$ cat config.mk
export PLATFORM = sky130hd
export DESIGN_NAME = credit_gate
export DESIGN_NICKNAME = d
export VERILOG_FILES = /design/src/source/chdr_pkg.sv /design/src/source/flow_control_pkg.sv /design/src/source/credit_gate.sv
export SDC_FILE = /design/constraint.sdc
export NUM_CORES = 1
export LEC_CHECK = 0
export ABC_AREA = 1
export ABC_CLOCK_PERIOD_IN_PS = 5730
export BUFFER_PORTS_ARGS = -buffer_cell sky130_fd_sc_hd__buf_2
export CORE_MARGIN = 3
export CORE_UTILIZATION = 36
export DETAILED_ROUTE_END_ITERATION = 10
export PLACE_DENSITY_LB_ADDON = 0.2
export SETUP_SLACK_MARGIN = 0.02
export SYNTH_ARGS = -nofsm -noshare
export SYNTH_HDL_FRONTEND = slang
export SYNTH_SLANG_ARGS = --single-unit
$ cat constraint.sdc
create_clock -name clk -period 5.73 [get_ports clk]
set_clock_uncertainty 0.15 [all_clocks]
set_input_delay 1.146 -clock clk [delete_from_list [all_inputs] [get_ports clk]]
set_output_delay 1.146 -clock clk [all_outputs]
set_load 0.01 [all_outputs]
$ cat src/source/chdr_pkg.sv
/* CHDR stream word and sequence-number types, header bit positions
   and the packed beat struct shared by every stream port */
package chdr_pkg;

   // Widths of the stream data word and of a flow-control sequence number
   localparam int CHDR_W   = 64;
   localparam int SEQNUM_W = 32;

   // One data word of a CHDR stream
   typedef logic [CHDR_W-1:0] chdr_word_t;

   // Packet sequence number, compared only as a modulo-2^32 difference
   typedef logic [SEQNUM_W-1:0] seqnum_t;

   // Header bit positions in the first word of a CHDR packet
   localparam int HDR_EXT_CONTEXT_BIT = 63; // Set for extension-context packets
   localparam int HDR_HAS_TIME_BIT    = 61; // A time word follows the header

   // The SID sits in the low 32 bits of the header
   // The destination channel is taken from its lowest bits
   localparam int HDR_SID_CHAN_LSB = 0;

   // The sequence number of a credit packet sits in the low bits of its body word
   localparam int BODY_SEQNUM_LSB = 0;

   // One stream beat as it travels between blocks
   typedef struct packed {
      chdr_word_t data; // Payload word
      logic       last; // Final beat of the packet
   } chdr_beat_t;

endpackage

$ cat src/source/flow_control_pkg.sv
/* Channel count, settings address map, window and channel types,
   credit parser states and the credit-update struct */
package flow_control_pkg;
   import chdr_pkg::*;

   // Number of gated input streams merged onto the output
   localparam int NUM_CHANNELS = 4;
   localparam int CHAN_IDX_W   = $clog2(NUM_CHANNELS);

   typedef logic [CHAN_IDX_W-1:0]   chan_idx_t;  // Channel number
   typedef logic [NUM_CHANNELS-1:0] chan_mask_t; // One bit per channel

   typedef logic [31:0] window_t;   // Window size in packets
   typedef logic [7:0]  set_addr_t; // Settings register address
   typedef logic [31:0] set_data_t; // Settings register value

   // Settings address map
   // Each channel owns two consecutive registers starting at SET_BASE
   localparam int SET_BASE          = 0;
   localparam int SET_REGS_PER_CHAN = 2;
   localparam int SET_WINDOW_OFS    = 0; // Window size register
   localparam int SET_ENABLE_OFS    = 1; // Window enable, a write restarts the window

   // Value of the last-consumed register right after a window restart
   // With it the first packet to pass is number zero
   localparam seqnum_t LAST_CONSUMED_INIT = '1;

   // Write-only settings bus, one write per strobe
   typedef struct packed {
      logic      strobe; // Write this cycle
      set_addr_t addr;
      set_data_t data;
   } setting_write_t;

   // Sequence-number update from the credit parser to the gates
   typedef struct packed {
      logic      valid;  // High for one cycle per accepted credit packet
      chan_idx_t chan;   // Channel that the credit is for
      seqnum_t   seqnum; // Last packet consumed by the host on that channel
   } credit_update_t;

   // Credit packet parser states
   typedef enum logic [1:0] {
      FC_HEAD, // Waiting for a header
      FC_TIME, // Skipping the time word
      FC_BODY, // Next word holds the sequence number
      FC_DUMP  // Discarding the rest of a bad packet
   } fc_state_t;

   // Address of one register of a channel
   function automatic set_addr_t chan_set_addr(input int chan, input int ofs);
      return set_addr_t'(SET_BASE + SET_REGS_PER_CHAN * chan + ofs);
   endfunction

endpackage

$ cat src/source/credit_gate.sv
/* Per-channel window registers, window restart, packet counter and the
   go/hold gate between one input stream and the arbiter */
module credit_gate
   import chdr_pkg::*, flow_control_pkg::*;
#(
   parameter int CHANNEL = 0
) (
   input  logic           clk,
   input  logic           window_reset,
   input  logic           clear,
   input  setting_write_t set_bus,
   input  credit_update_t credit_update,
   input  chdr_beat_t     in_beat,
   input  logic           in_tvalid,
   output logic           in_tready,
   output chdr_beat_t     gated_beat,
   output logic           gated_tvalid,
   input  logic           gated_tready,
   output logic           busy
);

   // This channel's two settings registers
   localparam set_addr_t WINDOW_ADDR = chan_set_addr(CHANNEL, SET_WINDOW_OFS);
   localparam set_addr_t ENABLE_ADDR = chan_set_addr(CHANNEL, SET_ENABLE_OFS);

   window_t window_size;    // Packets allowed beyond the last consumed one
   logic    window_enable;  // Flow control active, otherwise pass freely
   logic    enable_write;   // Enable register written, starts a restart
   logic    restarting;     // Dropping stale input after a restart
   seqnum_t last_consumed;  // Last packet the host reported as consumed
   seqnum_t packet_count;   // Packets passed since the restart
   seqnum_t go_until;       // First packet number not yet allowed
   logic    go;             // Window open for the next packet
   logic    pass;           // Gate open this cycle
   logic    credit_hit;     // Credit update for this channel
   logic    last_accepted;  // Last beat of a packet handed to the arbiter

   assign enable_write = set_bus.strobe && set_bus.addr == ENABLE_ADDR;
   assign credit_hit   = credit_update.valid && credit_update.chan == chan_idx_t'(CHANNEL);

   // Window size is a plain setting with no reset
   always_ff @(posedge clk) begin
      if (set_bus.strobe && set_bus.addr == WINDOW_ADDR) begin
         window_size <= window_t'(set_bus.data);
      end
   end

   always_ff @(posedge clk) begin
      if (window_reset || clear) begin
         window_enable <= 1'b0;
      end else if (enable_write) begin
         window_enable <= set_bus.data[0];
      end
   end

   // The restart runs until upstream has nothing left queued
   always_ff @(posedge clk) begin
      if (window_reset || clear) begin
         restarting <= 1'b0;
      end else if (enable_write) begin
         restarting <= 1'b1;
      end else if (restarting && !in_tvalid) begin
         restarting <= 1'b0; // Input ran dry, stale packets are gone
      end
   end

   assign busy = restarting;

   always_ff @(posedge clk) begin
      if (window_reset || clear || enable_write) begin
         last_consumed <= LAST_CONSUMED_INIT;
      end else if (credit_hit) begin
         last_consumed <= credit_update.seqnum; // Host returned credit
      end
   end

   assign last_accepted = gated_tvalid && gated_tready && gated_beat.last;

   // Counting on the last beat means a hold only ever falls between packets
   always_ff @(posedge clk) begin
      if (window_reset || clear || restarting) begin
         packet_count <= '0;
      end else if (last_accepted) begin
         packet_count <= packet_count + seqnum_t'(1);
      end
   end

   assign go_until = last_consumed + window_size + seqnum_t'(1);

   always_ff @(posedge clk) begin
      if (window_reset || clear || enable_write) begin
         go <= 1'b0;
      end else if (!window_enable) begin
         go <= 1'b1; // No flow control, always open
      end else if (!go) begin
         // Difference test so that a 32-bit wrap needs no extra logic
         if (in_tvalid && (go_until - packet_count) != '0) begin
            go <= 1'b1;
         end
      end else if (last_accepted) begin
         go <= 1'b0; // Recheck the window before the next packet
      end
   end

   // Disabled windows pass from the first cycle after reset
   assign pass = go || !window_enable;

   // During a restart every input beat is taken and thrown away
   assign in_tready    = restarting || (pass && gated_tready);
   assign gated_tvalid = pass && !restarting && in_tvalid;
   assign gated_beat   = in_beat; // Data flows through without delay

   // Without a restart the window closes only between packets
   assert property (@(posedge clk) disable iff (window_reset || clear)
      (gated_tvalid && gated_tready && !gated_beat.last && !enable_write) |=> pass)
      else $error("channel %0d closed its window inside a packet", CHANNEL);

endmodule

### Yosys cells after proc, flatten, opt, wreduce, memory -nomap -nowiden

Cells that the tools add are included.

| operators by class | value |
|---|---|
| add/subtract/negate cells | 4 |
| multiplexer cells | 6 |
| equal/unequal tests | 1 |
| reductions and logical operators | 22 |

Operators with widths:

| kind | number |
|---|---|
| adder 32 x 1 -> 32 bit, second input constant | 2 |
| adder 32 bit | 1 |
| nonzero test 32 bit | 1 |
| subtractor 32 bit | 1 |
| logical AND 1 bit | 10 |
| == test 8 x 1 -> 1 bit, second input constant | 1 |
| logical NOT 8 bit | 1 |
| two-way mux 1 bit | 6 |
| logical OR 1 bit | 5 |
| logical NOT 1 bit | 3 |
| logical NOT 2 bit | 1 |
| nonzero test 2 bit | 1 |

| storage, ports and cells | value |
|---|---|
| output and inout bits | 68 |
| input bits | 146 |
| register bits after elaboration | 99 |

### Depth between registers and ports, before layout

| logic depth | value |
|---|---|
| depth after elaboration | 9 |
| depth in mapped cells | 23 |
| gate-level depth less buffers | 23 |

### Worst setup path after synthesis

OpenSTA, ideal clock, no wires.

| timing | value |
|---|---|
| kind | input to register |
| start point | input port set_bus[33] (netlist bit) |
| end point | register window_size[0] (enable) |
| slack | 2260 ps |
| cell stages on the path | 3 |
| data arrival time | 2899 ps |
| buffers on the path | 0 |
| path through | nor4_1 -> nand4_1 -> nor2_1 |

| between the ends | value |
|---|---|
| word-level cells in the longest chain between the ends | 2 |

RTL lines:

| what | line | source |
|---|---|---|
| start: declaration | credit_gate.sv:11 | `input setting_write_t set_bus,` |
| logical NOT 8 bit | credit_gate.sv:43 | `if (set_bus.strobe && set_bus.addr == WINDOW_ADDR) begin` |
| logical AND 1 bit | credit_gate.sv:43 |  |
| end signal: assignment | credit_gate.sv:44 | `window_size <= window_t'(set_bus.data);` |
| end: declaration | credit_gate.sv:26 | `window_t window_size;` |

Every way passes these cells.
A chain may end at the register's enable or synchronous reset.

### Worst setup path after layout

| timing | value |
|---|---|
| start point | register packet_count[0] |
| end point | register go |

| between the ends | value |
|---|---|
| word-level cells in the longest chain between the ends | 6 |

RTL lines:

| what | line | source |
|---|---|---|
| start: declaration | credit_gate.sv:31 | `seqnum_t packet_count;` |
| start signal: assignment | credit_gate.sv:84 | `packet_count <= packet_count + seqnum_t'(1);` |
| subtractor 32 bit | credit_gate.sv:97 | `if (in_tvalid && (go_until - packet_count) != '0) begin` |
| nonzero test 32 bit | credit_gate.sv:97 |  |
| logical AND 1 bit | credit_gate.sv:97 |  |
| two-way mux 1 bit | credit_gate.sv:97 |  |
| two-way mux 1 bit | credit_gate.sv:95 | `end else if (!go) begin` |
| two-way mux 1 bit | credit_gate.sv:93 | `end else if (!window_enable) begin` |
| end signal: assignment | credit_gate.sv:92 | `go <= 1'b0;` |
| end signal: assignment | credit_gate.sv:94 | `go <= 1'b1;` |
| end signal: assignment | credit_gate.sv:98 | `go <= 1'b1;` |
| end: declaration | credit_gate.sv:33 | `logic go;` |

Every way passes these cells.

==> results_dict.tcl <==
set metrics [dict create \
    die_x_um 156 \
    synth_area_leader_cell "dfxtp_1" \
    track_usage_pct 17.9 \
    rows 54 \
    cp-end-kind "flop" \
    num_vias 7071 \
    cts_resized 0 \
    drt-initial-drc-count 414 \
    yosys.cell_count.top_type "nand2_1" \
    yosys_warnings 0 \
    area_delta_synth_final_pct 7.68 \
    cts_sinks 99 \
    core_mm2 0.0219 \
    drt-pass1-iter-count 5 \
    routed_via_density 4.65 \
    clk_latency_ns 0.35 \
    peakVddDrop_v 0.000181 \
    tightest_slew_ns 1.05 \
    initial_utilization_pct 36.8 \
    antenna_found_initial 0 \
    gp_congestion 0.886 \
    final_nets 1447 \
    synth-edff-count 32 \
    grt_max_degree 34 \
    fin_crit_ns 3.38 \
    power-per-cell-area_mw_per_mm2 189 \
    worst_setup_path_start_kind "flop" \
    synth_area_leaders "dfxtp_1 (17%), nand2_1 (15%), inv_1 (14%)" \
    ctsHoldBuffers 0 \
    crit_arrival_ns 3.45 \
    io_buffers 85 \
    fmax_mhz 296 \
    drt_wl_total_um 21400 \
    synth_nets 1429 \
    drive_gt1_share_pct 9.67 \
    finalSetupTns_ns 0 \
    hold_violations 0 \
    final_util_pct 39.6 \
    first_global_vias 6797 \
    overflow 0 \
    period_share_pct 59.0 \
    die_y_um 156 \
    wl_per_cell_um 14.1 \
    die_area_mm2 0.0242 \
    hp-class "reg2reg" \
    syn-mean-instance-area_um2 6.61 \
    post_cts_buffers 0 \
    maxCapViolCount 0 \
    critical_path_required_ns 5.80 \
    yosysUniqueCellTypes 37 \
    slew_headroom_pct 29.9 \
    nFillCells 2404 \
    htree_levels 3 \
    grt_setup_unrepaired "false" \
    slew_viol_final 0 \
    grt_pass1_wl_um 34300 \
    ant_nets 0 \
    numCtsBuffers 9 \
    status "completed" \
    worst-path-max-fanout 4 \
    synth_common_cells "nand2_1 (327), inv_1 (297), nand3_1 (115)" \
    p_leak_nw 4.76 \
    clock_path_buffers 2 \
    post-dp-hpwl_um 17500 \
    synth_top_area_share_pct 16.7 \
    ctsRootBufferMaster "clkbuf_16" \
    ys.flop_type "dfxtp_1" \
    cts_tree "done" \
    synth-seq-cells 99 \
    drc 0 \
    syn_inst 1218 \
    setup_viol 0 \
    critPathKind "reg2reg" \
    syn_area_mm2 0.00805 \
    n_antenna_cell 0 \
    async_reset_ff_share_pct 0 \
    ys_seq_area_share_pct 28.6 \
    clk_pin_slew_worst_paths_ns 0.07 \
    io-pin-count 214 \
]
final timing paths:
kind / startpoint / endpoint / slack (ns) / cells past startpoint
worst max-delay path: packet_count[0]$_SDFFE_PP0P_ / go$_SDFF_PP0_ / 2.35 / 23
worst min-delay path: last_consumed[14]$_SDFFE_PP1P_ / last_consumed[14]$_SDFFE_PP1P_ / 0.32 / 2
worst max register to register: packet_count[0]$_SDFFE_PP0P_ / go$_SDFF_PP0_ / 2.35 / 23
worst min register to register: last_consumed[14]$_SDFFE_PP1P_ / last_consumed[14]$_SDFFE_PP1P_ / 0.32 / 2
placed cells by master (no fill, tap or decap), types with 2 or more instances in the layout:
master / Yosys / layout
nand3_1: 115 / 115
a21oi_1: 48 / 48
nand4_1: 12 / 12
bufinv_16: 0 / 3
buf_4: 65 / 3
a211oi_1: 2 / 2
xnor2_1: 6 / 6
nand2_1: 327 / 327
fa_1: 31 / 31
o21a_1: 2 / 2
nor4_1: 3 / 3
o21ai_0: 17 / 17
buf_2: 0 / 85
clkbuf_16: 0 / 9
inv_1: 297 / 297
nor2_1: 93 / 90
and3_1: 2 / 2
edfxtp_1: 32 / 32
inv_6: 0 / 2
and2_1: 4 / 4
nand3b_1: 2 / 2
nor3_2: 2 / 2
dfxtp_1: 67 / 67
ha_1: 34 / 34
nor3_4: 4 / 4
nor2_2: 1 / 2
a21o_1: 2 / 2
xor2_1: 4 / 4
nor2_4: 0 / 2
nor3_1: 19 / 19
layout make-up:
cell class	count	area (um^2)	share of cell area (%)
Timing Repair Buffer	88	448	5.17
Clock buffer	11	243	2.80
Multi-Input combinational cell	739	4090	47.2
Tap cell	280	350	4.04
Sequential cell	99	2300	26.6
Clock inverter	5	108	1.24
Inverter	299	1120	13.0
kinds of logic (layout without fill, tap and decap cells):
family	count (synthesis)	after routing	share of synthesized area, %
XOR/XNOR	10	10	1.09
AND/OR/NAND/NOR	589	589	31.6
flip-flops	99	99	28.6
AO/OA/AOI/OAI	75	75	4.94
adder cells (fa/ha/maj)	65	65	13.0
buffers and inverters	380	403	20.8
state kept, by name, summed over array words and instances, names as in the netlist:
name / count
busy: 1
go: 1
window_size: 32
window_enable: 1
last_consumed: 32
packet_count: 32
routing by layer:
metal	wire, um	GRT usage [%]	vias up
li1	-	-	3678
met1	10700	25.6	3175
met2	9200	27.5	148
met3	872	2.11	70
met4	699	7.25	0
met5	0	0	-
worst max-delay path, cell delays in order, from the launching register on:
cell     delay [ns]
dfxtp_1        0.37
inv_1          0.10
fa_1           0.56
inv_1          0.06
ha_1           0.17
inv_1          0.05
nand2_1        0.12
fa_1           0.45
nand2_1        0.08
nand2_1        0.07
nand3_1        0.09
nand2_1        0.12
nand2_1        0.10
nand2_1        0.08
nand2_1        0.07
nand2_1        0.07
nand2_1        0.07
nand2_1        0.05
nor2_1         0.08
nand3_1        0.07
nor2_1         0.11
nand2_1        0.07
nand2_1        0.05
a21oi_1        0.06
report_power, final:
part / internal, mW / switching, mW
Combinational: 0.0718 / 0.121
Clock: 0.442 / 0.272
Sequential: 0.729 / 0.00418
Total: 1.24 / 0.398
stage by stage:
step	hold slack (ns)	std cells	setup slack, ns	instance area [um^2]	total power [mW]
after global placement	0.307	1505	2.41	8320	0.942
after floorplan	0.293	1218	2.26	8050	0.916
after global routing	0.341	1521	2.06	8670	1.71
after detailed placement	0.307	1505	2.39	8320	0.942
final	0.322	1521	2.35	8670	1.64
after CTS	0.329	1521	2.38	8670	1.66
No activity file was read; power rests on OpenSTA's default activity.
