File: src/source/chdr_pkg.sv
/* CHDR stream word and sequence-number types, header bit positions
   and the packed beat struct shared by every stream port */
package chdr_pkg;

   // Widths of the stream data word and of a flow-control sequence number
   localparam int CHDR_W   = 64;
   localparam int SEQNUM_W = 32;

   // One data word of a CHDR stream
   typedef logic [CHDR_W-1:0] chdr_word_t;

   // Packet sequence number, compared only as a modulo-2^32 difference
   typedef logic [SEQNUM_W-1:0] seqnum_t;

   // Header bit positions in the first word of a CHDR packet
   localparam int HDR_EXT_CONTEXT_BIT = 63; // Set for extension-context packets
   localparam int HDR_HAS_TIME_BIT    = 61; // A time word follows the header

   // The SID sits in the low 32 bits of the header
   // The destination channel is taken from its lowest bits
   localparam int HDR_SID_CHAN_LSB = 0;

   // The sequence number of a credit packet sits in the low bits of its body word
   localparam int BODY_SEQNUM_LSB = 0;

   // One stream beat as it travels between blocks
   typedef struct packed {
      chdr_word_t data; // Payload word
      logic       last; // Final beat of the packet
   } chdr_beat_t;

endpackage

File: src/source/flow_control_pkg.sv
/* Channel count, settings address map, window and channel types,
   credit parser states and the credit-update struct */
package flow_control_pkg;
   import chdr_pkg::*;

   // Number of gated input streams merged onto the output
   localparam int NUM_CHANNELS = 4;
   localparam int CHAN_IDX_W   = $clog2(NUM_CHANNELS);

   typedef logic [CHAN_IDX_W-1:0]   chan_idx_t;  // Channel number
   typedef logic [NUM_CHANNELS-1:0] chan_mask_t; // One bit per channel

   typedef logic [31:0] window_t;   // Window size in packets
   typedef logic [7:0]  set_addr_t; // Settings register address
   typedef logic [31:0] set_data_t; // Settings register value

   // Settings address map
   // Each channel owns two consecutive registers starting at SET_BASE
   localparam int SET_BASE          = 0;
   localparam int SET_REGS_PER_CHAN = 2;
   localparam int SET_WINDOW_OFS    = 0; // Window size register
   localparam int SET_ENABLE_OFS    = 1; // Window enable, a write restarts the window

   // Value of the last-consumed register right after a window restart
   // With it the first packet to pass is number zero
   localparam seqnum_t LAST_CONSUMED_INIT = '1;

   // Write-only settings bus, one write per strobe
   typedef struct packed {
      logic      strobe; // Write this cycle
      set_addr_t addr;
      set_data_t data;
   } setting_write_t;

   // Sequence-number update from the credit parser to the gates
   typedef struct packed {
      logic      valid;  // High for one cycle per accepted credit packet
      chan_idx_t chan;   // Channel that the credit is for
      seqnum_t   seqnum; // Last packet consumed by the host on that channel
   } credit_update_t;

   // Credit packet parser states
   typedef enum logic [1:0] {
      FC_HEAD, // Waiting for a header
      FC_TIME, // Skipping the time word
      FC_BODY, // Next word holds the sequence number
      FC_DUMP  // Discarding the rest of a bad packet
   } fc_state_t;

   // Address of one register of a channel
   function automatic set_addr_t chan_set_addr(input int chan, input int ofs);
      return set_addr_t'(SET_BASE + SET_REGS_PER_CHAN * chan + ofs);
   endfunction

endpackage

File: src/source/fc_packet_router.sv
/* Credit packet parser that turns extension-context packets on the shared
   flow-control stream into sequence-number updates for one channel */
module fc_packet_router
   import chdr_pkg::*, flow_control_pkg::*;
(
   input  logic           clk,
   input  logic           window_reset,
   input  logic           clear,
   input  chdr_beat_t     fc_beat,
   input  logic           fc_tvalid,
   output logic           fc_tready,
   input  chan_mask_t     busy,
   output credit_update_t credit_update
);

   fc_state_t state;         // Position inside the current credit packet
   logic      fc_accept;     // A credit stream beat transfers this cycle
   chan_idx_t chan_q;        // Destination channel from the header SID
   logic      update_valid;  // Registered strobe towards the gates
   seqnum_t   update_seqnum; // Registered sequence number from the body word

   // Credits are held off while any window restarts, so no update races a restart
   assign fc_tready = ~|busy;
   assign fc_accept = fc_tvalid & fc_tready;

   always_ff @(posedge clk) begin
      if (window_reset || clear) begin
         state <= FC_HEAD;
      end else if (fc_accept) begin
         case (state)
            FC_HEAD: begin
               if (fc_beat.last) begin
                  state <= FC_HEAD; // Header-only packet, nothing to parse
               end else if (!fc_beat.data[HDR_EXT_CONTEXT_BIT]) begin
                  state <= FC_DUMP; // Only extension context carries credit
               end else if (fc_beat.data[HDR_HAS_TIME_BIT]) begin
                  state <= FC_TIME;
               end else begin
                  state <= FC_BODY;
               end
            end
            FC_TIME: begin
               // The time word is skipped, a packet ending here has no body
               state <= fc_beat.last ? FC_HEAD : FC_BODY;
            end
            FC_BODY: begin
               state <= fc_beat.last ? FC_HEAD : FC_DUMP; // Extra words are bad
            end
            default: begin
               if (fc_beat.last) begin
                  state <= FC_HEAD;
               end
            end
         endcase
      end
   end

   // Channel and sequence number are payload and need no reset
   always_ff @(posedge clk) begin
      if (fc_accept && state == FC_HEAD) begin
         chan_q <= fc_beat.data[HDR_SID_CHAN_LSB +: CHAN_IDX_W];
      end
      if (fc_accept && state == FC_BODY) begin
         update_seqnum <= fc_beat.data[BODY_SEQNUM_LSB +: SEQNUM_W];
      end
   end

   // The update only fires when the body word also ends the packet
   // A packet with extra body words falls into the dump state without credit
   always_ff @(posedge clk) begin
      if (window_reset || clear) begin
         update_valid <= 1'b0;
      end else begin
         update_valid <= fc_accept && state == FC_BODY && fc_beat.last;
      end
   end

   assign credit_update.valid  = update_valid;
   assign credit_update.chan   = chan_q;        // Stable until the next header
   assign credit_update.seqnum = update_seqnum;

   // One credit packet gives exactly one single-cycle update
   assert property (@(posedge clk) disable iff (window_reset || clear)
      credit_update.valid |=> !credit_update.valid)
      else $error("credit update valid on two consecutive cycles");

endmodule

File: config.mk
export PLATFORM = sky130hd
export DESIGN_NAME = fc_packet_router
export DESIGN_NICKNAME = d
export VERILOG_FILES = /design/src/source/chdr_pkg.sv /design/src/source/flow_control_pkg.sv /design/src/source/fc_packet_router.sv
export SDC_FILE = /design/constraint.sdc
export NUM_CORES = 1
export LEC_CHECK = 0
export BUFFER_PORTS_ARGS = -buffer_cell sky130_fd_sc_hd__buf_2
export CORE_AREA = 2 2 75 77
export CTS_CLUSTER_SIZE = 10
export DETAILED_ROUTE_END_ITERATION = 10
export DIE_AREA = 0 0 77 79
export RECOVER_POWER = 25
export SKIP_CTS_REPAIR_TIMING = 1
export SLEW_MARGIN = 25
export SYNTH_ARGS = -nofsm -noshare
export SYNTH_HDL_FRONTEND = slang
export SYNTH_SLANG_ARGS = --single-unit
File: constraint.sdc
create_clock -name clk -period 2.3 [get_ports clk]
set_input_delay 0.23 -clock clk [delete_from_list [all_inputs] [get_ports clk]]
set_output_delay 0.23 -clock clk [all_outputs]
set_load 0.005 [all_outputs]
* Word level (Yosys, flattened, before mapping)
Cells that the tools add are included.
** Storage, ports and cells
- Output and inout port bits :: 36
- Input bits :: 73
- Flip-flop bits (word level) :: 37
- Word-level logic and storage cells :: 23
** Operators by class
- Eq/ne operators :: 2
- Mux-type cells :: 7
- Bitwise gates (word level) :: 1
- Reductions and logical operators :: 9
** Operator list (count)
- $mux 2 :: 6
- $pmux 2 s3 :: 1
- $reduce_bool 4->1 :: 1
- $reduce_or 4->1 :: 1
- $logic_and 1x1->1 :: 3
- $eq 2x1->1 const B :: 1
- $eq 2x2->1 const B :: 1
- $logic_not 2->1 :: 1
- $reduce_and 2->1 :: 1
- $and 1x1->1 :: 1
- $logic_not 1->1 :: 1
- $logic_or 1x1->1 :: 1

* Depth between registers and ports, before layout
Gate-level depths: netlist (run 1).
- Word-level depth :: 5
- Depth in mapped cells :: 5

* Worst setup path before layout (run 1)
OpenSTA, ideal clock, no wires.
- Kind :: input -> register
- Start point :: in busy[1]
- End point :: reg update_seqnum[0], enable pin
- Data arrival time :: 1474 ps
- Stages on the path :: 2
- Data required time :: 1907 ps
- Slack :: 434 ps
- Cells stage by stage :: nor4_4 -> and3_1
** On the way
- Longest elaborated chain between the ends :: 4
** Ends and longest elaborated chain
- from (decl) :: RTL line fc_packet_router.sv:12 : input chan_mask_t busy,
- $reduce_or 4->1 :: RTL line fc_packet_router.sv:23 : assign fc_tready = ~|busy;
- $logic_not 1->1 :: RTL line fc_packet_router.sv:23
- $and 1x1->1 :: RTL line fc_packet_router.sv:24 : assign fc_accept = fc_tvalid & fc_tready;
- $logic_and 1x1->1 :: RTL line fc_packet_router.sv:63 : if (fc_accept && state == FC_BODY) begin
- to (signal assigned) :: RTL line fc_packet_router.sv:64 : update_seqnum <= fc_beat.data[BODY_SEQNUM_LSB +: SEQNUM_W];
- to (decl) :: RTL line fc_packet_router.sv:20 : seqnum_t update_seqnum;
No other way between the ends.
A chain may end at the register's enable or synchronous reset.

* Final worst setup path (run 1)
- Start point :: reg state[0]
- End point :: reg state[0]
** On the way
- Longest elaborated chain between the ends :: 3
- Elaborated cells between the ends (all ways) :: 6
- Those cells by class :: eq/ne (2); mux (1); reduce/logical (3)
** Ends and longest elaborated chain
- from (decl) :: RTL line fc_packet_router.sv:16 : fc_state_t state;
- from (signal assigned) :: RTL line fc_packet_router.sv:44 : state <= fc_beat.last ? FC_HEAD : FC_BODY;
- from (signal assigned) :: RTL line fc_packet_router.sv:47 : state <= fc_beat.last ? FC_HEAD : FC_DUMP;
- $eq 2x2->1, or another cell as far along :: RTL line fc_packet_router.sv:30 : case (state)
- $reduce_bool 4->1 (no line)
- $reduce_and 2->1 (no line)
Several ways; a longest one is shown, not always the timed one.

==> results of run 1 <==
worst max-delay path, cell delays in order (launching register included):
cell	delay [ns]
dfxtp_1	0.37
inv_1	0.10
ha_1	0.29
or3_1	0.39
a311o_1	0.37
o31ai_2	0.06
cells in the mapped netlist (all sizes together):
cell type / n
nand3: 1
nand2b: 1
o31ai: 1
inv: 2
a311o: 1
and3: 3
mux2i: 1
buf: 1
or2: 1
a21boi: 1
a21oi: 1
edfxtp: 34
o311ai: 1
nor2: 2
or3: 1
nor4: 1
ha: 4
dfxtp: 3
nand2: 2
cells by family (layout without fill, tap and decap cells):
kind of cell / after synthesis / in the layout / share of synthesized area (%)
adder cells (fa/ha/maj): 4 / 4 / 3.914
AO/OA/AOI/OAI: 5 / 5 / 3.425
AND/OR/NAND/NOR: 12 / 12 / 6.166
multiplexers: 1 / 1 / 0.7828
buffers and inverters: 3 / 90 / 1.175
flip-flops: 37 / 37 / 84.54
stage by stage:
stage | hold slack, ns | instance area, um^2
after global placement | 0.4065 | 1767
after global routing | 0.1036 | 1847
after detailed placement | 0.4082 | 1767
after floorplan | 0.3289 | 1279
final | 0.1247 | 1847
after CTS | 0.1074 | 1847
power breakdown:
part	switching, W	internal, W
Sequential	0.000000222	0.000734
Clock	0.000205	0.000215
Combinational	0.0000198	0.0000292
Total	0.000225	0.000978
registers in the layout, summed over array words and instances (netlist names):
register and cells:
chan_q 2, update_seqnum 32, state 2, update_valid 1
routing by layer:
metal / global-route usage (%) / part of all wire [%]
met1: 10.28 / 39
met3: 4.886 / 9.9
met2: 15.53 / 50
met4: 2.143 / 1.1
met5: 0 / 0
cell type report:
cell class / count / area (um^2) / area share [%]
clock buffers: 8 / 80.08 / 4.336
inverters: 2 / 7.507 / 0.4065
multi-input cells: 22 / 182.7 / 9.892
well taps: 72 / 90.09 / 4.878
repair buffers: 80 / 405.4 / 21.95
flip-flops and latches: 37 / 1081 / 58.54
cell usage in the layout (no fill, tap or decap), drive strengths merged:
cell    instances
a21boi          1
a21oi           1
a311o           1
and3            3
buf            80
clkbuf          8
dfxtp           3
edfxtp         34
ha              4
inv             2
mux2i           1
nand2           2
nand2b          1
nand3           1
nor2            2
nor4            1
o311ai          1
o31ai           1
or2             1
or3             1
path summary, 6_finish.rpt:
check / to / slack (ns) / cells past startpoint
max: state[0]$_SDFFE_PP0P_ / 0.65 / 5
min: update_seqnum[12]$_DFFE_PP_ / 0.12 / 1
max reg2reg: state[0]$_SDFFE_PP0P_ / 0.65 / 5
min reg2reg: state[1]$_SDFFE_PP0P_ / 0.50 / 2
==> qor.csv, run 1 <==
stage,metric,value,unit
die,io_pins,109,
run_status,outcome,finished clean,
die,die_w,77,um
synthesis,yosys.area.top_type,edfxtp_1,
die,core-area,0.005338,mm^2
place,pre_cts_ws,0.6610,ns
route,drc,0,
finish,final_cells,221,
finish,fin_nets,225,
timing,period_share,71.82,%
timing,drv_slew,0,
worst_setup_path,worstSetupEndpointType,flip-flop,
pwr,p_per_area,651.1,mW/mm^2
timing,relSlewSlack,77.99,%
worst_setup_path,criticalPathCategory,flip-flop to flip-flop,
route,via_count,869,
route,drt-initial-drc-count,8,
pwr,p_total,0.001203,W
pwr,p_leak,0.7746,nW
run,cap_violations,0,
finish,fillers,584,
timing,period_needed,1.652,ns
place,hpwl,2204,um
worst_setup_path,cp_max_fo,3,
route,wl_per_cell,12.61,um
synthesis,synth_area_per_cell,20.62,um^2
die,dieArea,0.006083,mm^2
die,fp-row-count,27,
route,avgViaCountPerCell,3.932,
grt,antenna_found_initial,0,
timing,setup_violations,0,
synthesis,syn-num-nets,139,
grt,grt_max_degree,19,
route,drtPass1Iterations,4,
route,finalWirelength,2787,um
die,initial_core_util,23.96,%
clock_tree,cts_sinks,37,
finish,fin_util,34.60,%
pwr,peakVddDrop,247.7,uV
clock_tree,cts_max_level,2,
timing,fmax,605.4,MHz
timing,tightest_slew,0.3277,ns
synthesis,synth_area_leaders,"edfxtp_1, dfxtp_1, ha_1, nor4_4, and3_1",
clock_tree,cts-root-buf,clkbuf_8,
synthesis,synth_area,0.001279,mm^2
place,dp.cells,213,
synthesis,ys_warn_count,0,
worst_setup_path,crit_start,state[0]$_SDFFE_PP0P_,
clock_tree,cts_buffers,5,
synthesis,ys_ff_latch,37,
timing,rsz0062_at_grt,false,
synthesis,synth_top_area_share,79.84,%
clock_tree,cts_tree,yes,
grt,grt_pass1_vias,895,
finish,syn_to_final_growth,44.42,%
hold_path,hold_path.class,input pin to flip-flop,
place,port_buffers,78,
finish,n_antenna_cell,0,
worst_setup_path,worstReg2RegStart,state[0]$_SDFFE_PP0P_,
worst_setup_path,start_kind,flip-flop,
grt,grtUsageTotal,9.183,%
synthesis,synth_cell_types,19,
hold_path,worstHoldStart,fc_beat[13],
finish,drive_above_1_share,59.06,%
timing,finalHoldViolCount,0,
die,dieHeight,79,um
synthesis,seq_area_frac_synth,84.54,%
clock_tree,clk_latency,0.28,ns
grt,grt_overflow_total,0,
grt,grt_pass1_wl,4222,um
place,gp_congestion,0.7740,
timing,skew,0.004718,ns
clock_tree,clk_pin_slew,0.07,ns
worst_setup_path,arrival,1.85,ns
worst_setup_path,required,2.50,ns
route,antenna_left,0,
timing,setup_ws,0.6482,ns
clock_tree,clk_path_buf_depth,2,
synthesis,synthesis.instances,62,
timing,fin_tns_setup,0,ns
Note: power is estimated with default switching activity, not from simulation.
==> run 2: changes to the inputs <==
==> constraint.sdc (replaced) <==
create_clock -name clk -period 1.6 [get_ports clk]
set_input_delay 0.16 -clock clk [delete_from_list [all_inputs] [get_ports clk]]
set_output_delay 0.16 -clock clk [all_outputs]
set_load 0.005 [all_outputs]
==> run 2 against run 1 <==
Against the previous run: critical path depth unchanged; worst setup slack lost 0.56 ns; flip-flop and latch count unchanged; critical path type unchanged; clock power increased by 55%; die area unchanged; clock skew grew 0.0037 ns.
==> qor.csv, run 2 (synthesis gave the netlist of run 1 again) <==
stage,metric,value,unit,change
run_status,outcome,finished clean,,
die,dieArea,0.006083,mm^2,unchanged
grt,grt_overflow_total,0,,unchanged
timing,relSlewSlack,79.62,%,+1.6 points
clock_tree,cts_sinks,37,,unchanged
route,drtPass1Iterations,4,,unchanged
finish,final_cells,225,,+1.8%
finish,fin_nets,229,,+1.8%
worst_setup_path,crit_slowest_cell,or3_1,,
worst_setup_path,start_kind,flip-flop,,
place,gp_congestion,0.7455,,-3.7%
worst_setup_path,arrival,1.71,ns,-0.14 ns
grt,grtUsageTotal,8.748,%,-0.43 points
route,drc,0,,unchanged
die,fp-row-count,27,,unchanged
die,die_w,77,um,unchanged
timing,period_share,94.80,%,+23 points
place,dp.cells,217,,+1.9%
finish,reg_top3,"update_seqnum: 32 flops, chan_q: 2 flops, state: 2 flops",,
worst_setup_path,criticalPathCategory,flip-flop to flip-flop,,
worst_setup_path,crit_start,state[0]$_SDFFE_PP0P_,,
pwr,p_per_area,931.9,mW/mm^2,+43%
place,dpl-instance-area,0.001810,mm^2,+2.5%
clock_tree,clk_path_buf_depth,2,,unchanged
clock_tree,cts_max_level,2,,unchanged
timing,rsz0062_at_grt,false,,
timing,finalHoldViolCount,0,,unchanged
worst_setup_path,worstReg2RegStart,state[0]$_SDFFE_PP0P_,,
hold_path,worstHoldStart,fc_beat[10],,
route,avgViaCountPerCell,3.862,,-1.8%
finish,largest_reg_flops,32,,unchanged
worst_setup_path,cp_max_fo,2,,-1
pwr,peakVddDrop,262.3,uV,+5.9%
finish,syn_to_final_growth,48.83,%,
finish,largest-register,update_seqnum,,
pwr,p_leak,0.8042,nW,+3.8%
clock_tree,clk_latency,0.28,ns,about the same
worst_setup_path,cp_cell_sequence,"inv_1, ha_1, or3_1, a311o_1, o31ai_2",,
route,via_count,869,,unchanged
clock_tree,clk_pin_slew,0.07,ns,about the same
finish,drive_above_1_share,62.75,%,+3.7 points
place,port_buffers,78,,unchanged
clock_tree,cts_tree,yes,,
route,finalWirelength,2566,um,-7.9%
timing,period_needed,1.517,ns,-0.1351 ns
finish,fin_util,35.65,%,+1.1 points
finish,n_antenna_cell,0,,unchanged
route,antenna_left,0,,unchanged
clock_tree,cts-root-buf,clkbuf_8,,
die,io_pins,109,,unchanged
finish,layout_common_cells,"buf_2, edfxtp_1, clkbuf_8",,
clock_tree,cts_buffers,5,,unchanged
timing,fmax,659.3,MHz,+8.9%
die,dieHeight,79,um,unchanged
grt,grt_pass1_wl,4022,um,-4.7%
die,initial_core_util,23.96,%,unchanged
grt,antenna_found_initial,0,,unchanged
finish,fillers,571,,-2.2%
timing,skew,0.008441,ns,+0.003722 ns
timing,fin_tns_setup,0,ns,unchanged
worst_setup_path,required,1.80,ns,-0.70 ns
route,wl_per_cell,11.40,um,-9.6%
worst_setup_path,cpPeakStageDelay,0.38,ns,about the same
grt,grt_pass1_vias,892,,-0.34%
timing,setup_violations,0,,unchanged
worst_setup_path,path_buf_inv,1,,unchanged
worst_setup_path,worstSetupEndpointType,flip-flop,,
worst_setup_path,path_delay_family,compound AO/OA/AOI/OAI gates,,
place,hpwl,2080,um,-5.6%
timing,drv_slew,0,,unchanged
hold_path,hold_path.class,input pin to flip-flop,,
grt,grt_max_degree,20,,+1
timing,tightest_slew,0.3019,ns,-0.02579 ns
finish,layout_commonest_cell,buf_2,,
run,cap_violations,0,,unchanged
finish,fin_area,0.001903,mm^2,+3.0%
die,core-area,0.005338,mm^2,unchanged
route,drt-initial-drc-count,16,,+8
[run 2: area by class of cell]
type	count	area [um^2]	share of cell area, %
sequential	37	1084	56.94
inverter	2	7.507	0.3945
multi-input combinational	22	183.9	9.665
tap	72	90.09	4.734
clock buffer	8	90.09	4.734
timing repair buffer	84	447.9	23.54
[run 2: final timing paths]
path                                     end  slack, ns  depth (start not counted)
hold reg to reg        state[1]$_SDFFE_PP0P_       0.61                          3
hold / removal    update_seqnum[9]$_DFFE_PP_       0.05                          1
setup / recovery       state[0]$_SDFFE_PP0P_       0.08                          5
setup reg to reg       state[0]$_SDFFE_PP0P_       0.08                          5
[run 2: per-stage QoR]
step | hold WS, ns | power [W] | setup slack, ns
after CTS | 0.03829 | 0.001802 | 0.02718
after global routing | 0.02743 | 0.001850 | 0.005967
final | 0.05025 | 0.001774 | 0.08321
after floorplan | 0.2589 | 0.001087 | 0.05647
after detailed placement | 0.3381 | 0.001146 | 0.04851
after global placement | 0.3374 | 0.001144 | 0.06580
[run 2: per-layer routing]
metal / vias to the layer above / share of wire, % / global-route usage, %
li1: 416 / - / -
met1: 409 / 37 / 8.772
met2: 42 / 53 / 15.00
met3: 2 / 9.3 / 4.886
met4: 0 / 0.39 / 3.750
met5: - / 0 / 0
[run 2: power by group]
group	internal (W)	total (W)	switching, W
clock network	0.000351	0.000650	0.000299
logic	0.0000430	0.0000689	0.0000259
registers	0.00105	0.00105	0.000000220
total	0.00145	0.00177	0.000325
